<file path="src/logic/fp_pkg.sv">
package fp_pkg;

    // binary32 word: sign, 8-bit exponent, 23-bit fraction
    typedef logic [31:0] fp_word_t;

    typedef logic [7:0] exp_t;

    // signed working exponent with headroom for overflow and underflow
    typedef logic signed [9:0] exp_ext_t;

    typedef logic [22:0] frc_t;

    // exact product of two 24-bit significands
    typedef logic [47:0] man_full_t;

    // hidden bit at 26, fraction 25..3, guard 2, round 1, sticky 0
    typedef logic [26:0] man_norm_t;

    localparam exp_ext_t EXP_BIAS = 10'sd127;
    localparam exp_ext_t EXP_MAX  = 10'sd255;

    // default quiet NaN
    localparam fp_word_t QNAN = 32'h7FC0_0000;

endpackage

</file>
<file path="src/logic/fp_round_pkg.sv">
package fp_round_pkg;

    // unused codes 101..111 fall back to nearest even
    typedef enum logic [2:0] {
        RNE = 3'b000,
        RTZ = 3'b001,
        RDN = 3'b010,
        RUP = 3'b011,
        RMM = 3'b100
    } round_mode_t;

endpackage

</file>
<file path="src/logic/fp_mul_unpack.sv">
`timescale 1ns/1ps

module fp_mul_unpack (
    input  logic                      clk,
    input  logic                      rst_n,
    input  logic                      in_valid,
    input  fp_pkg::fp_word_t          fp_X,
    input  fp_pkg::fp_word_t          fp_Y,
    input  fp_round_pkg::round_mode_t r_mode_in,
    output logic                      s1_valid,
    output fp_pkg::fp_word_t          op_X,
    output fp_pkg::fp_word_t          op_Y,
    output fp_round_pkg::round_mode_t r_mode,
    output fp_pkg::frc_t              frc_X,
    output fp_pkg::frc_t              frc_Y,
    output logic                      sign_Z,
    output fp_pkg::exp_ext_t          exp_sum,
    output logic                      x_sub,
    output logic                      x_inf,
    output logic                      x_zero,
    output logic                      x_nan,
    output logic                      y_sub,
    output logic                      y_inf,
    output logic                      y_zero,
    output logic                      y_nan
);

    fp_pkg::exp_t exp_X;
    fp_pkg::exp_t exp_Y;

    always_ff @(posedge clk) begin
        if (!rst_n) begin
            s1_valid <= 1'b0;
        end else begin
            s1_valid <= in_valid;
        end
    end

    // operands and mode held until the next valid pair
    always_ff @(posedge clk) begin
        if (in_valid) begin
            op_X   <= fp_X;
            op_Y   <= fp_Y;
            r_mode <= r_mode_in;
        end
    end

    assign exp_X = op_X[30:23];
    assign exp_Y = op_Y[30:23];
    assign frc_X = op_X[22:0];
    assign frc_Y = op_Y[22:0];

    assign x_sub  = (exp_X == 8'h00) && (frc_X != '0);
    assign x_zero = (exp_X == 8'h00) && (frc_X == '0);
    assign x_inf  = (exp_X == 8'hFF) && (frc_X == '0);
    assign x_nan  = (exp_X == 8'hFF) && (frc_X != '0);

    assign y_sub  = (exp_Y == 8'h00) && (frc_Y != '0);
    assign y_zero = (exp_Y == 8'h00) && (frc_Y == '0);
    assign y_inf  = (exp_Y == 8'hFF) && (frc_Y == '0);
    assign y_nan  = (exp_Y == 8'hFF) && (frc_Y != '0);

    assign sign_Z = op_X[31] ^ op_Y[31];

    // one bias too many after the add
    assign exp_sum = {2'b00, exp_X} + {2'b00, exp_Y} - fp_pkg::EXP_BIAS;

endmodule

</file>
<file path="src/logic/fp_booth_mul.sv">
`timescale 1ns/1ps

module fp_booth_mul (
    input  fp_pkg::frc_t      frc_X,
    input  fp_pkg::frc_t      frc_Y,
    output fp_pkg::man_full_t frc_Z_full
);

    logic [23:0] man_a;
    logic [26:0] b_ext;
    logic [2:0]  trip;
    logic [47:0] mag;
    logic        neg;

    // 13 digits padded to 16 for the tree
    logic [47:0] pp [16];
    logic [47:0] lvl1 [8];
    logic [47:0] lvl2 [4];
    logic [47:0] lvl3 [2];

    assign man_a = {1'b1, frc_X};
    // zero above the msb keeps the multiplier unsigned, zero below is b[-1]
    assign b_ext = {2'b00, 1'b1, frc_Y, 1'b0};

    always_comb begin
        for (int i = 0; i < 16; i++) begin
            pp[i] = '0;
        end
        for (int i = 0; i < 13; i++) begin
            trip = b_ext[2*i+2 -: 3];
            neg  = trip[2] & ~(trip[1] & trip[0]);
            case (trip)
                3'b001, 3'b010, 3'b101, 3'b110: mag = {24'd0, man_a};
                3'b011, 3'b100:                 mag = {23'd0, man_a, 1'b0};
                default:                        mag = '0;
            endcase
            // two's complement wraps cleanly modulo 2^48
            pp[i] = (neg ? (~mag + 48'd1) : mag) << (2 * i);
        end
    end

    always_comb begin
        for (int i = 0; i < 8; i++) begin
            lvl1[i] = pp[2*i] + pp[2*i+1];
        end
        for (int i = 0; i < 4; i++) begin
            lvl2[i] = lvl1[2*i] + lvl1[2*i+1];
        end
        for (int i = 0; i < 2; i++) begin
            lvl3[i] = lvl2[2*i] + lvl2[2*i+1];
        end
    end

    assign frc_Z_full = lvl3[0] + lvl3[1];

endmodule

</file>
<file path="src/logic/fp_mul_norm.sv">
`timescale 1ns/1ps

module fp_mul_norm (
    input  fp_pkg::man_full_t frc_Z_full,
    input  fp_pkg::exp_ext_t  exp_sum,
    output fp_pkg::man_norm_t frc_Z_norm,
    output logic              norm_n,
    output fp_pkg::exp_ext_t  exp_norm
);

    logic [25:0] kept;
    logic        sticky;

    assign norm_n = frc_Z_full[47];

    // product lies in [1,4); msb set means [2,4)
    always_comb begin
        if (norm_n) begin
            kept     = frc_Z_full[47:22];
            sticky   = |frc_Z_full[21:0];
            exp_norm = exp_sum + 10'sd1;
        end else begin
            kept     = frc_Z_full[46:21];
            sticky   = |frc_Z_full[20:0];
            exp_norm = exp_sum;
        end
    end

    assign frc_Z_norm = {kept, sticky};

endmodule

</file>
<file path="src/logic/fp_mul_round.sv">
`timescale 1ns/1ps

module fp_mul_round (
    input  fp_pkg::man_norm_t         frc_Z_norm,
    input  fp_pkg::exp_ext_t          exp_norm,
    input  logic                      sign_Z,
    input  fp_round_pkg::round_mode_t r_mode,
    output fp_pkg::frc_t              frc_Z,
    output logic                      norm_r,
    output fp_pkg::exp_ext_t          exp_final
);

    fp_pkg::frc_t frac;
    logic         guard_b;
    logic         round_b;
    logic         sticky_b;
    logic         inexact;
    logic         inc;
    logic [23:0]  sum;

    assign frac     = frc_Z_norm[25:3];
    assign guard_b  = frc_Z_norm[2];
    assign round_b  = frc_Z_norm[1];
    assign sticky_b = frc_Z_norm[0];
    assign inexact  = guard_b | round_b | sticky_b;

    always_comb begin
        case (r_mode)
            fp_round_pkg::RTZ: inc = 1'b0;
            fp_round_pkg::RDN: inc = sign_Z & inexact;
            fp_round_pkg::RUP: inc = ~sign_Z & inexact;
            fp_round_pkg::RMM: inc = guard_b;
            // nearest even, also for the unused codes
            default:           inc = guard_b & (round_b | sticky_b | frac[0]);
        endcase
    end

    assign sum = {1'b0, frac} + {23'd0, inc};

    // all-ones fraction rolls over to 1.0 of the next binade
    assign norm_r    = sum[23];
    assign frc_Z     = sum[22:0];
    assign exp_final = exp_norm + {9'd0, norm_r};

endmodule

</file>
<file path="src/logic/fp_mul_pack.sv">
`timescale 1ns/1ps

module fp_mul_pack (
    input  logic              clk,
    input  logic              rst_n,
    input  logic              s1_valid,
    input  logic              sign_Z,
    input  fp_pkg::exp_ext_t  exp_final,
    input  fp_pkg::frc_t      frc_Z,
    input  logic              x_sub,
    input  logic              x_inf,
    input  logic              x_zero,
    input  logic              x_nan,
    input  logic              y_sub,
    input  logic              y_inf,
    input  logic              y_zero,
    input  logic              y_nan,
    output fp_pkg::fp_word_t  fp_Z_comb,
    output logic              ovrf_comb,
    output logic              udrf_comb,
    output fp_pkg::fp_word_t  fp_Z,
    output logic              out_valid,
    output logic              ovrf,
    output logic              udrf
);

    logic         x_low;
    logic         y_low;
    logic         bad_op;
    fp_pkg::exp_t exp_field;

    // subnormals count as zero
    assign x_low  = x_zero | x_sub;
    assign y_low  = y_zero | y_sub;
    assign bad_op = x_nan | y_nan | (x_inf & y_low) | (y_inf & x_low);

    assign exp_field = exp_final[7:0];

    always_comb begin
        ovrf_comb = 1'b0;
        udrf_comb = 1'b0;
        if (bad_op) begin
            fp_Z_comb = fp_pkg::QNAN;
        end else if (x_inf | y_inf) begin
            fp_Z_comb = {sign_Z, 8'hFF, 23'd0};
        end else if (x_low | y_low) begin
            fp_Z_comb = {sign_Z, 31'd0};
        end else if (exp_final >= fp_pkg::EXP_MAX) begin
            fp_Z_comb = {sign_Z, 8'hFF, 23'd0};
            ovrf_comb = 1'b1;
        end else if (exp_final <= 10'sd0) begin
            fp_Z_comb = {sign_Z, 31'd0};
            udrf_comb = 1'b1;
        end else begin
            fp_Z_comb = {sign_Z, exp_field, frc_Z};
        end
    end

    always_ff @(posedge clk) begin
        if (!rst_n) begin
            out_valid <= 1'b0;
            ovrf      <= 1'b0;
            udrf      <= 1'b0;
            fp_Z      <= '0;
        end else begin
            out_valid <= s1_valid;
            ovrf      <= s1_valid & ovrf_comb;
            udrf      <= s1_valid & udrf_comb;
            if (s1_valid) begin
                fp_Z <= fp_Z_comb;
            end
        end
    end

    // results are flushed, so a zero exponent field means a signed zero
    no_subnormal_out: assert property (@(posedge clk) disable iff (!rst_n)
        (out_valid && (fp_Z[30:23] == 8'h00)) |-> (fp_Z[22:0] == '0));

    // all-ones exponent only for infinity or the quiet NaN
    top_exp_special: assert property (@(posedge clk) disable iff (!rst_n)
        (out_valid && (fp_Z[30:23] == 8'hFF))
        |-> ((fp_Z[22:0] == '0) || (fp_Z == fp_pkg::QNAN)));

endmodule

</file>
<file path="src/logic/fp_mul_checker.sv">
`timescale 1ns/1ps

module fp_mul_checker (
    input  fp_pkg::fp_word_t          fp_X,
    input  fp_pkg::fp_word_t          fp_Y,
    input  fp_pkg::fp_word_t          fp_Z,
    input  fp_round_pkg::round_mode_t r_mode,
    input  logic                      ovrf,
    input  logic                      udrf,
    input  fp_pkg::man_full_t         frc_Z_full,
    input  fp_pkg::frc_t              frc_X,
    input  fp_pkg::frc_t              frc_Y,
    input  fp_pkg::man_norm_t         frc_Z_norm,
    input  logic                      norm_n,
    input  logic                      sign_Z,
    input  logic                      norm_r,
    input  fp_pkg::frc_t              frc_Z
);

    // low means exponent field zero, top means all ones
    logic x_low, x_top, x_nan;
    logic y_low, y_top, y_nan;
    logic exp_sign;

    fp_pkg::man_full_t man_ref;
    fp_pkg::man_full_t norm_ref;

    fp_pkg::frc_t frac;
    logic         guard_b;
    logic         inexact;
    fp_pkg::frc_t frac_rne;
    fp_pkg::frc_t frac_rdn;
    fp_pkg::frc_t frac_rup;
    fp_pkg::frc_t frac_rmm;
    logic [23:0]  carry;

    always_comb begin
        x_low = (fp_X[30:23] == 8'h00);
        x_top = (fp_X[30:23] == 8'hFF);
        x_nan = x_top && (fp_X[22:0] != '0);
        y_low = (fp_Y[30:23] == 8'h00);
        y_top = (fp_Y[30:23] == 8'hFF);
        y_nan = y_top && (fp_Y[22:0] != '0);
        exp_sign = fp_X[31] ^ fp_Y[31];

        low_gives_zero: assert (((x_low && !y_top) || (y_low && !x_top)) ->
                                (fp_Z == {exp_sign, 31'd0}));

        nan_gives_qnan: assert ((x_nan || y_nan || (x_top && y_low) || (y_top && x_low)) ->
                                (fp_Z == fp_pkg::QNAN));

        // booth tree against a plain multiply
        man_ref = {1'b1, frc_X} * {1'b1, frc_Y};
        booth_exact: assert (frc_Z_full == man_ref);

        norm_ref = frc_Z_full[47] ? frc_Z_full : {frc_Z_full[46:0], 1'b0};
        norm_shift: assert ((frc_Z_norm[26:1] == norm_ref[47:22])
                            && (frc_Z_norm[0] == |norm_ref[21:0])
                            && (norm_n == frc_Z_full[47]));

        norm_hidden_bit: assert ((!x_low && !x_top && !y_low && !y_top) -> frc_Z_norm[26]);

        round_sign: assert (sign_Z == exp_sign);

        frac     = frc_Z_norm[25:3];
        guard_b  = frc_Z_norm[2];
        inexact  = |frc_Z_norm[2:0];
        frac_rne = frac + {22'd0, guard_b & (|frc_Z_norm[1:0] | frac[0])};
        frac_rdn = frac + {22'd0, sign_Z & inexact};
        frac_rup = frac + {22'd0, !sign_Z & inexact};
        frac_rmm = frac + {22'd0, guard_b};

        round_rne: assert (!(r_mode inside {fp_round_pkg::RTZ, fp_round_pkg::RDN,
                                            fp_round_pkg::RUP, fp_round_pkg::RMM})
                           -> (frc_Z == frac_rne));

        round_rtz: assert ((r_mode == fp_round_pkg::RTZ) -> (frc_Z == frac));

        round_rdn: assert ((r_mode == fp_round_pkg::RDN) -> (frc_Z == frac_rdn));

        round_rup: assert ((r_mode == fp_round_pkg::RUP) -> (frc_Z == frac_rup));

        round_rmm: assert ((r_mode == fp_round_pkg::RMM) -> (frc_Z == frac_rmm));

        // carry only possible from an all-ones fraction
        carry = {1'b0, frac} + 24'd1;
        round_carry: assert (norm_r -> (carry[23] && (frc_Z == '0)));

        ovrf_gives_inf: assert (ovrf -> (fp_Z == {sign_Z, 8'hFF, 23'd0}) && !udrf);

        udrf_gives_zero: assert (udrf -> (fp_Z == {sign_Z, 31'd0}));

        three_times_three: assert ((fp_X == 32'h4040_0000 && fp_Y == 32'h4040_0000
                                    && r_mode == fp_round_pkg::RTZ)
                                   -> (fp_Z == 32'h4110_0000));
    end

endmodule

</file>
<file path="src/logic/fp_mul_top.sv">
`timescale 1ns/1ps

module fp_mul_top (
    input  logic                      clk,
    input  logic                      rst_n,
    input  logic                      in_valid,
    input  fp_pkg::fp_word_t          fp_X,
    input  fp_pkg::fp_word_t          fp_Y,
    input  fp_round_pkg::round_mode_t r_mode,
    output logic                      out_valid,
    output fp_pkg::fp_word_t          fp_Z,
    output logic                      ovrf,
    output logic                      udrf
);

    // first stage outputs
    logic                      s1_valid;
    fp_pkg::fp_word_t          op_X;
    fp_pkg::fp_word_t          op_Y;
    fp_round_pkg::round_mode_t s1_r_mode;
    fp_pkg::frc_t              frc_X;
    fp_pkg::frc_t              frc_Y;
    logic                      sign_Z;
    fp_pkg::exp_ext_t          exp_sum;
    logic                      x_sub, x_inf, x_zero, x_nan;
    logic                      y_sub, y_inf, y_zero, y_nan;

    // combinational core
    fp_pkg::man_full_t         frc_Z_full;
    fp_pkg::man_norm_t         frc_Z_norm;
    logic                      norm_n;
    fp_pkg::exp_ext_t          exp_norm;
    fp_pkg::frc_t              frc_Z;
    logic                      norm_r;
    fp_pkg::exp_ext_t          exp_final;

    fp_pkg::fp_word_t          fp_Z_comb;
    logic                      ovrf_comb;
    logic                      udrf_comb;

    fp_mul_unpack u_unpack (
        .clk      (clk),
        .rst_n    (rst_n),
        .in_valid (in_valid),
        .fp_X     (fp_X),
        .fp_Y     (fp_Y),
        .r_mode_in(r_mode),
        .s1_valid (s1_valid),
        .op_X     (op_X),
        .op_Y     (op_Y),
        .r_mode   (s1_r_mode),
        .frc_X    (frc_X),
        .frc_Y    (frc_Y),
        .sign_Z   (sign_Z),
        .exp_sum  (exp_sum),
        .x_sub    (x_sub),
        .x_inf    (x_inf),
        .x_zero   (x_zero),
        .x_nan    (x_nan),
        .y_sub    (y_sub),
        .y_inf    (y_inf),
        .y_zero   (y_zero),
        .y_nan    (y_nan)
    );

    fp_booth_mul u_booth (
        .frc_X     (frc_X),
        .frc_Y     (frc_Y),
        .frc_Z_full(frc_Z_full)
    );

    fp_mul_norm u_norm (
        .frc_Z_full(frc_Z_full),
        .exp_sum   (exp_sum),
        .frc_Z_norm(frc_Z_norm),
        .norm_n    (norm_n),
        .exp_norm  (exp_norm)
    );

    fp_mul_round u_round (
        .frc_Z_norm(frc_Z_norm),
        .exp_norm  (exp_norm),
        .sign_Z    (sign_Z),
        .r_mode    (s1_r_mode),
        .frc_Z     (frc_Z),
        .norm_r    (norm_r),
        .exp_final (exp_final)
    );

    fp_mul_pack u_pack (
        .clk      (clk),
        .rst_n    (rst_n),
        .s1_valid (s1_valid),
        .sign_Z   (sign_Z),
        .exp_final(exp_final),
        .frc_Z    (frc_Z),
        .x_sub    (x_sub),
        .x_inf    (x_inf),
        .x_zero   (x_zero),
        .x_nan    (x_nan),
        .y_sub    (y_sub),
        .y_inf    (y_inf),
        .y_zero   (y_zero),
        .y_nan    (y_nan),
        .fp_Z_comb(fp_Z_comb),
        .ovrf_comb(ovrf_comb),
        .udrf_comb(udrf_comb),
        .fp_Z     (fp_Z),
        .out_valid(out_valid),
        .ovrf     (ovrf),
        .udrf     (udrf)
    );

    // checker sees one item, all taken before the output register
    fp_mul_checker u_checker (
        .fp_X      (op_X),
        .fp_Y      (op_Y),
        .fp_Z      (fp_Z_comb),
        .r_mode    (s1_r_mode),
        .ovrf      (ovrf_comb),
        .udrf      (udrf_comb),
        .frc_Z_full(frc_Z_full),
        .frc_X     (frc_X),
        .frc_Y     (frc_Y),
        .frc_Z_norm(frc_Z_norm),
        .norm_n    (norm_n),
        .sign_Z    (sign_Z),
        .norm_r    (norm_r),
        .frc_Z     (frc_Z)
    );

endmodule

</file>
<file path="config.mk">
export PLATFORM = sky130hd
export DESIGN_NAME = fp_mul_top
export DESIGN_NICKNAME = d
export VERILOG_FILES = /design/src/logic/fp_pkg.sv /design/src/logic/fp_round_pkg.sv /design/src/logic/fp_mul_unpack.sv /design/src/logic/fp_booth_mul.sv /design/src/logic/fp_mul_norm.sv /design/src/logic/fp_mul_round.sv /design/src/logic/fp_mul_pack.sv /design/src/logic/fp_mul_checker.sv /design/src/logic/fp_mul_top.sv
export SDC_FILE = /design/constraint.sdc
export NUM_CORES = 2
export LEC_CHECK = 0
export ABC_AREA = 1
export BUFFER_PORTS_ARGS = -buffer_cell sky130_fd_sc_hd__buf_2
export CELL_PAD_IN_SITES_DETAIL_PLACEMENT = 2
export CELL_PAD_IN_SITES_GLOBAL_PLACEMENT = 2
export CORE_MARGIN = 2
export CORE_UTILIZATION = 40
export DETAILED_ROUTE_END_ITERATION = 6
export GPL_TIMING_DRIVEN = 1
export PLACE_DENSITY_LB_ADDON = 0.1
export RECOVER_POWER = 100
export REMOVE_ABC_BUFFERS = 1
export SYNTH_ARGS = -nofsm -noshare
export SYNTH_HDL_FRONTEND = slang
export SYNTH_HIERARCHICAL = 1
export SYNTH_SLANG_ARGS = --single-unit
</file>
<file path="constraint.sdc">
create_clock -name clk -period 22.4 [get_ports clk]
set_clock_uncertainty 0.2 [all_clocks]
set_input_delay 3.36 -clock clk [delete_from_list [all_inputs] [get_ports clk]]
set_output_delay 3.36 -clock clk [all_outputs]
set_load 0.05 [all_outputs]
</file>
## Word-level counts from Yosys, hierarchy flattened

Index checks and enable logic that the tools add are counted.

- Register bits after elaboration: 103
- Input port bits: 70
- Output and inout bits: 35
- Logic and storage cells: 254

- Add/sub/neg operators: 29
- Order comparisons: 2
- Equality and inequality tests: 71
- Muxes and demuxes: 42
- Bitwise logic cells: 63
- Reduce and logical (&&, ||, !) cells: 39

Operator list:

| operator | number |
|---|---|
| $pmux W25 S2 | 12 |
| $add A48 B48 Y48 | 12 |
| $mux W31 | 4 |
| $eq A3 B3 Y1 const B | 31 |
| $eq A3 B2 Y1 const B | 22 |
| $mux W32 | 2 |
| $add A48 B1 Y48 const B | 1 |
| $mux W48 | 1 |
| $not A25 Y48 | 1 |
| $add A46 B1 Y46 const B | 1 |
| $logic_not A23 Y1 | 2 |
| $mux W46 | 1 |
| $not A25 Y46 | 1 |
| $reduce_bool A23 Y1 | 2 |
| $add A44 B1 Y44 const B | 1 |
| $mux W44 | 1 |
| $not A25 Y44 | 1 |
| $add A42 B1 Y42 const B | 1 |
| $mux W42 | 1 |
| $not A25 Y42 | 1 |
| $add A40 B1 Y40 const B | 1 |
| $mux W40 | 1 |
| $not A25 Y40 | 1 |
| $reduce_or A4 Y1 | 10 |
| 45 further kinds | 134 |

## Longest topological paths before layout

- Depth after elaboration: 25
- Mapped depth: 74
- Gate-level depth less buffers: 70

## Hierarchy

Netlist, hierarchy kept.

Modules (own cells, without submodules):

| module | times used | cells an instance | area each (µm²) | seq. area each (µm²) |
|---|---|---|---|---|
| fp_booth_mul | 1 | 3,172 | 22,125.0 | 0.0 |
| fp_mul_unpack | 1 | 268 | 3,160.5 | 2,031.9 |
| fp_mul_pack | 1 | 275 | 1,839.3 | 700.7 |
| fp_mul_round | 1 | 174 | 915.9 | 0.0 |
| fp_mul_norm | 1 | 142 | 635.6 | 0.0 |

## Worst setup path before layout

OpenSTA, ideal clock, no wires.

- Path kind: reg2reg
- Start point: register u_unpack.op_Y[5]
- End point: register u_pack.fp_Z[2]
- Setup time: 0.129 ns
- Data arrival time: 9.890 ns
- Path slack: 12.181 ns
- Stages on the path, launching flop included: 67
- Buffers on the path: 5
- Cells stage by stage: edfxtp_1 -> clkinv_1 -> clkbuf_1 -> ha_1 -> o21ai_2 -> buf_2 -> o21ai_1 -> inv_1 -> ha_1 -> nand4_1 -> nor2_1 -> nand3_1 -> nand3b_1 -> nand2_1 -> o21ai_2 -> nor2_2 -> inv_1 -> fa_1 -> [... 31 more ...] -> nor2_4 -> nand2_2 -> inv_2 -> nand3_2 -> nor2_2 -> ha_1 -> ha_1 -> nand2_1 -> nor3b_2 -> xor2_1 -> nand2_1 -> nor2_1 -> nand2_1 -> nand2_1 -> inv_2 -> buf_2 -> nand4_1 -> a21oi_1

- Elaborated cells on any way between the ends: 68
- Those cells by class: add/sub: 8; order compare: 2; eq/ne: 12; mux: 13; bitwise: 21; reduce/logical: 12

RTL lines:

| what | line | RTL |
|---|---|---|
| start: declaration | fp_mul_unpack.sv:12 | `output fp_pkg::fp_word_t op_Y,` |
| start signal: assignment | fp_mul_unpack.sv:43 | `op_Y <= fp_Y;` |
| $eq A3 B1 Y1, or another cell as far along | fp_booth_mul.sv:32 | `case (trip)` |
| $reduce_or A4 Y1 / $reduce_or A2 Y1 (equally long branches) | fp_booth_mul.sv:32 |  |
| $pmux W25 S2 | fp_booth_mul.sv:32 |  |
| $not A25 Y44 / $not A25 Y42 (equally long branches) | fp_booth_mul.sv:38 | `pp[i] = (neg ? (~mag + 48'd1) : mag) << (2 * i);` |
| $add A44 B1 Y44 / $add A42 B1 Y42 (equally long branches) | fp_booth_mul.sv:38 |  |
| $mux W44 / $mux W42 (equally long branches) | fp_booth_mul.sv:38 |  |
| $add A48 B48 Y48 * | fp_booth_mul.sv:44 | `lvl1[i] = pp[2*i] + pp[2*i+1];` |
| $add A48 B48 Y48 * | fp_booth_mul.sv:47 | `lvl2[i] = lvl1[2*i] + lvl1[2*i+1];` |
| [... 2 more ...] | n/a |  |
| via frc_Z_full[47] | fp_mul_top.sv:29 | `fp_pkg::man_full_t frc_Z_full;` |
| [... 1 more ...] | n/a |  |
| via u_norm.sticky | fp_mul_norm.sv:12 | `logic sticky;` |
| [... 5 more ...] | n/a |  |
| via norm_r | fp_mul_top.sv:34 | `logic norm_r;` |
| $add A10 B1 Y10 * | fp_mul_round.sv:43 | `assign exp_final = exp_norm + {9'd0, norm_r};` |
| via exp_final[6] | fp_mul_top.sv:35 | `fp_pkg::exp_ext_t exp_final;` |
| $le A10 B1 Y1 | fp_mul_pack.sv:51 | `end else if (exp_final <= 10'sd0) begin` |
| $mux W31 | fp_mul_pack.sv:51 |  |
| $mux W31 * | fp_mul_pack.sv:48 | `end else if (exp_final >= fp_pkg::EXP_MAX) begin` |
| $mux W31 * | fp_mul_pack.sv:46 | `end else if (x_low \| y_low) begin` |
| $mux W31 * | fp_mul_pack.sv:44 | `end else if (x_inf \| y_inf) begin` |
| $mux W32 * | fp_mul_pack.sv:42 | `if (bad_op) begin` |
| end signal: assignment | fp_mul_pack.sv:70 | `fp_Z <= fp_Z_comb;` |
| end: declaration | fp_mul_pack.sv:21 | `output fp_pkg::fp_word_t fp_Z,` |

The timed path passes the listed nets; every way through them passes the cells marked *.
A chain may end at the register's enable or synchronous reset.

## Worst setup path after layout

- Start point: register u_unpack.op_Y[5]
- End point: register u_pack.fp_Z[22]

- Elaborated cells on any way between the ends: 68
- Those cells by class: add/sub: 8; order compare: 2; eq/ne: 12; mux: 13; bitwise: 21; reduce/logical: 12

RTL lines:

| what | line | RTL |
|---|---|---|
| $eq A3 B1 Y1, or another cell as far along | fp_booth_mul.sv:32 |  |
| $reduce_or A4 Y1 / $reduce_or A2 Y1 (equally long branches) | fp_booth_mul.sv:32 |  |
| $pmux W25 S2 | fp_booth_mul.sv:32 |  |
| $not A25 Y44 / $not A25 Y42 (equally long branches) | fp_booth_mul.sv:38 |  |
| $add A44 B1 Y44 / $add A42 B1 Y42 (equally long branches) | fp_booth_mul.sv:38 |  |
| $mux W44 / $mux W42 (equally long branches) | fp_booth_mul.sv:38 |  |
| $add A48 B48 Y48 * | fp_booth_mul.sv:44 |  |
| $add A48 B48 Y48 * | fp_booth_mul.sv:47 |  |
| [... 2 more ...] | n/a |  |
| via frc_Z_full[47] | fp_mul_top.sv:29 |  |
| [... 1 more ...] | n/a |  |
| via frc_Z_norm[2] | fp_mul_top.sv:30 | `fp_pkg::man_norm_t frc_Z_norm;` |
| [... 5 more ...] | n/a |  |
| via norm_r | fp_mul_top.sv:34 |  |
| $add A10 B1 Y10 * | fp_mul_round.sv:43 |  |
| via exp_final[6] | fp_mul_top.sv:35 |  |
| $le A10 B1 Y1 | fp_mul_pack.sv:51 |  |
| $mux W31 | fp_mul_pack.sv:51 |  |
| $mux W31 * | fp_mul_pack.sv:48 |  |
| $mux W31 * | fp_mul_pack.sv:46 |  |
| $mux W31 * | fp_mul_pack.sv:44 |  |
| $mux W32 * | fp_mul_pack.sv:42 |  |

Marked as above.

==> out/summary.log <==
INFO  yosys          syn-cell-area=28200µm²
INFO  worst_hold_path min_path_type=reg -> reg
INFO  routing        detail_route.wl_per_cell=24.2µm
INFO  global_routing gr-usage-all-layers=32.5%
INFO  cells_and_area fraction_of_final_layout_cells_sized_beyond_drive_strength_1=5.33%
INFO  clocking       numCtsBuffers=9
INFO  critical_path  slowest_stage=sky130_fd_sc_hd__o21ai_0
INFO  cells_and_area insertedDiodeCount=0
INFO  clocking       clk_pin_slew=90ps
INFO  cells_and_area footprint_of_the_multi_input_gates=21600µm²
INFO  routing        vias=27300
INFO  clocking       cts_resized=0
INFO  cells_and_area syn2layout_area_growth=5.03%
INFO  routing        drt.antenna.violating_nets=0
INFO  critical_path  crit_path_frequent_cell=sky130_fd_sc_hd__inv_1
INFO  critical_path  critical_path_required=22550ps
INFO  cells_and_area layout.cell_area.non_filler=29600µm²
INFO  critical_path  setup.worst_path.end_class=register
INFO  floorplan      io_pins=105
INFO  floorplan      die_area=72600µm²
INFO  yosys          yosysWarnings=6
INFO  timing         slew_headroom=-194%
INFO  routing        post_dr_vias_cell=5.57
INFO  global_routing residual_overflow_from_global_routing=0
INFO  global_routing grt_first_pass_wirelength=183000µm
INFO  clocking       tritoncts=built
INFO  timing         fmaxAchievable=0.0594GHz
INFO  floorplan      die_h=269µm
INFO  placed_design  dpl.hpwl=101000µm
INFO  timing         timing_worst_slew_pin_value=4410ps
INFO  timing         layout_worst_path_cycle_share=75.2%
INFO  timing         finalHoldViolCount=0
INFO  timing         report.final.setup_viol=0
INFO  cells_and_area sequential_cell_area=2730µm²
INFO  routing        drt_iter0_markers=1799
INFO  clocking       ctsRootBufferMaster=sky130_fd_sc_hd__clkbuf_16
INFO  timing         number_of_pins_with_negative_max_slew_slack_in_the_final_report=94
INFO  cells_and_area nets_finish=4521
INFO  critical_path  critPathKind=reg -> reg
INFO  floorplan      initial_cell_density_of_the_core=40.3%
INFO  critical_path  worst_setup_path_start_kind=register
INFO  placed_design  placedInstanceArea=29400µm²
INFO  placed_design  port_buffers=104
INFO  critical_path  critical-path-max-stage-delay=2070ps
INFO  placed_design  routability_congestion_estimate_from_global_placement=0.905
INFO  timing         final.min_clock_period=16840ps
INFO  status         outcome=finished, violations left
INFO  routing        dr.pass1.iters=5
INFO  timing         tns=0ps
INFO  clocking       post-cts-setup-buffer-count=0
INFO  critical_path  worst_reg2reg_path_length_in_cells=64
INFO  floorplan      num_rows=97
INFO  global_routing number_of_antenna_violations_at_the_first_check_in_global_routing=2
INFO  clocking       cts_hold_repair.buffers=0
INFO  global_routing number_of_global_route_vias_before_repair=30400
INFO  cells_and_area fillerInstances=8531
INFO  floorplan      floorplan.core_area=69900µm²
INFO  yosys          postSynthAreaPerCell=7.14µm²
INFO  global_routing grt_start_max_net_pins=69
INFO  clocking       max-clock-path-buffers=2
INFO  routing        wire_length_reported_by_the_detailed_router=118000µm
INFO  clocking       cts.htree.levels=3
INFO  yosys          postSynthCellCount=3949
INFO  floorplan      floorplan.die.width=269µm
INFO  timing         unrepaired_setup_endpoints_after_global_routing=no
INFO  clocking       cts_sinks=103
INFO  routing        detail_route.drc_violations=0
INFO  flow_run       drv.max_cap_violation_count=2
INFO  critical_path  cp.arrival=16990ps
INFO  clocking       clk-insertion-delay-late=410ps
INFO  critical_path  path_max_fanout=30
INFO  status         failed_checks=max-capacitance violations, max-slew violations
INFO  worst_hold_path whs_path_depth=2
[metrics by stage]
step           util (%)  setup WS [ps]  cells  hold WS (ps)
4_1_cts            42.5           9230   4898           330
2_1_floorplan         -          11430   3795           350
3_5_place_dp       42.1           9310   4882           309
5_1_grt            42.4           4230   4898           384
3_3_place_gp       42.1           9870   4882           313
6_report           42.4           5560   4898           332
[final cells by class]
class                           instances  share of cell area [%]
Clock buffer                           10                   0.773
Clock inverter                          6                   0.173
Inverter                              803                    10.2
Multi-Input combinational cell       2889                    73.0
Sequential cell                       103                    9.23
Tap cell                              940                    3.97
Timing Repair Buffer                  147                    2.65
[cell usage in the layout, fill, tap and decap left out, types with 67 or more instances in the layout]
master	count
sky130_fd_sc_hd__nand3_1	94
sky130_fd_sc_hd__ha_1	139
sky130_fd_sc_hd__nor2_1	475
sky130_fd_sc_hd__o22ai_1	233
sky130_fd_sc_hd__o21ai_0	149
sky130_fd_sc_hd__fa_1	359
sky130_fd_sc_hd__a21oi_1	115
sky130_fd_sc_hd__nand2_1	685
sky130_fd_sc_hd__inv_1	788
sky130_fd_sc_hd__xor2_1	195
sky130_fd_sc_hd__edfxtp_1	67
sky130_fd_sc_hd__xnor2_1	150
[worst max-delay path, delay by kind of cell (launching register included)]
family | cells | cell delay (ps)
buf+inv | 16 | 3500
simple gates | 28 | 4160
fa+ha+maj | 10 | 4030
flops | 1 | 450
compound gates | 9 | 4130
xor+xnor | 1 | 290
[path summary, 6_finish.rpt]
kind,from,slack (ps),endpoint
worst min-delay path,u_pack/fp_Z[10],330,u_pack/fp_Z[10]
worst min register to register,u_pack/fp_Z[10],330,u_pack/fp_Z[10]
worst max register to register,u_unpack/op_Y[5],5560,u_pack/fp_Z[22]
worst max-delay path,u_unpack/op_Y[5],5560,u_pack/fp_Z[22]
[layer usage]
layer,track usage (%),wire [µm],up-vias
li1,-,-,12400
met1,41.7,50900,14000
met2,56.0,56800,729
met3,4.42,5910,188
met4,11.4,4600,2
met5,0,13,-
[state kept, by name, indices dropped and copies added, names as in the netlist]
| name | cells |
|---|---|
| u_pack/fp_Z | 32 |
| u_pack/out_valid | 1 |
| u_pack/ovrf | 1 |
| u_pack/udrf | 1 |
| u_unpack/op_X | 32 |
| u_unpack/op_Y | 32 |
| u_unpack/r_mode | 3 |
| u_unpack/s1_valid | 1 |
Power is not shown: default switching activity piles up to over one toggle a cycle in this logic, so the estimate is an artifact.
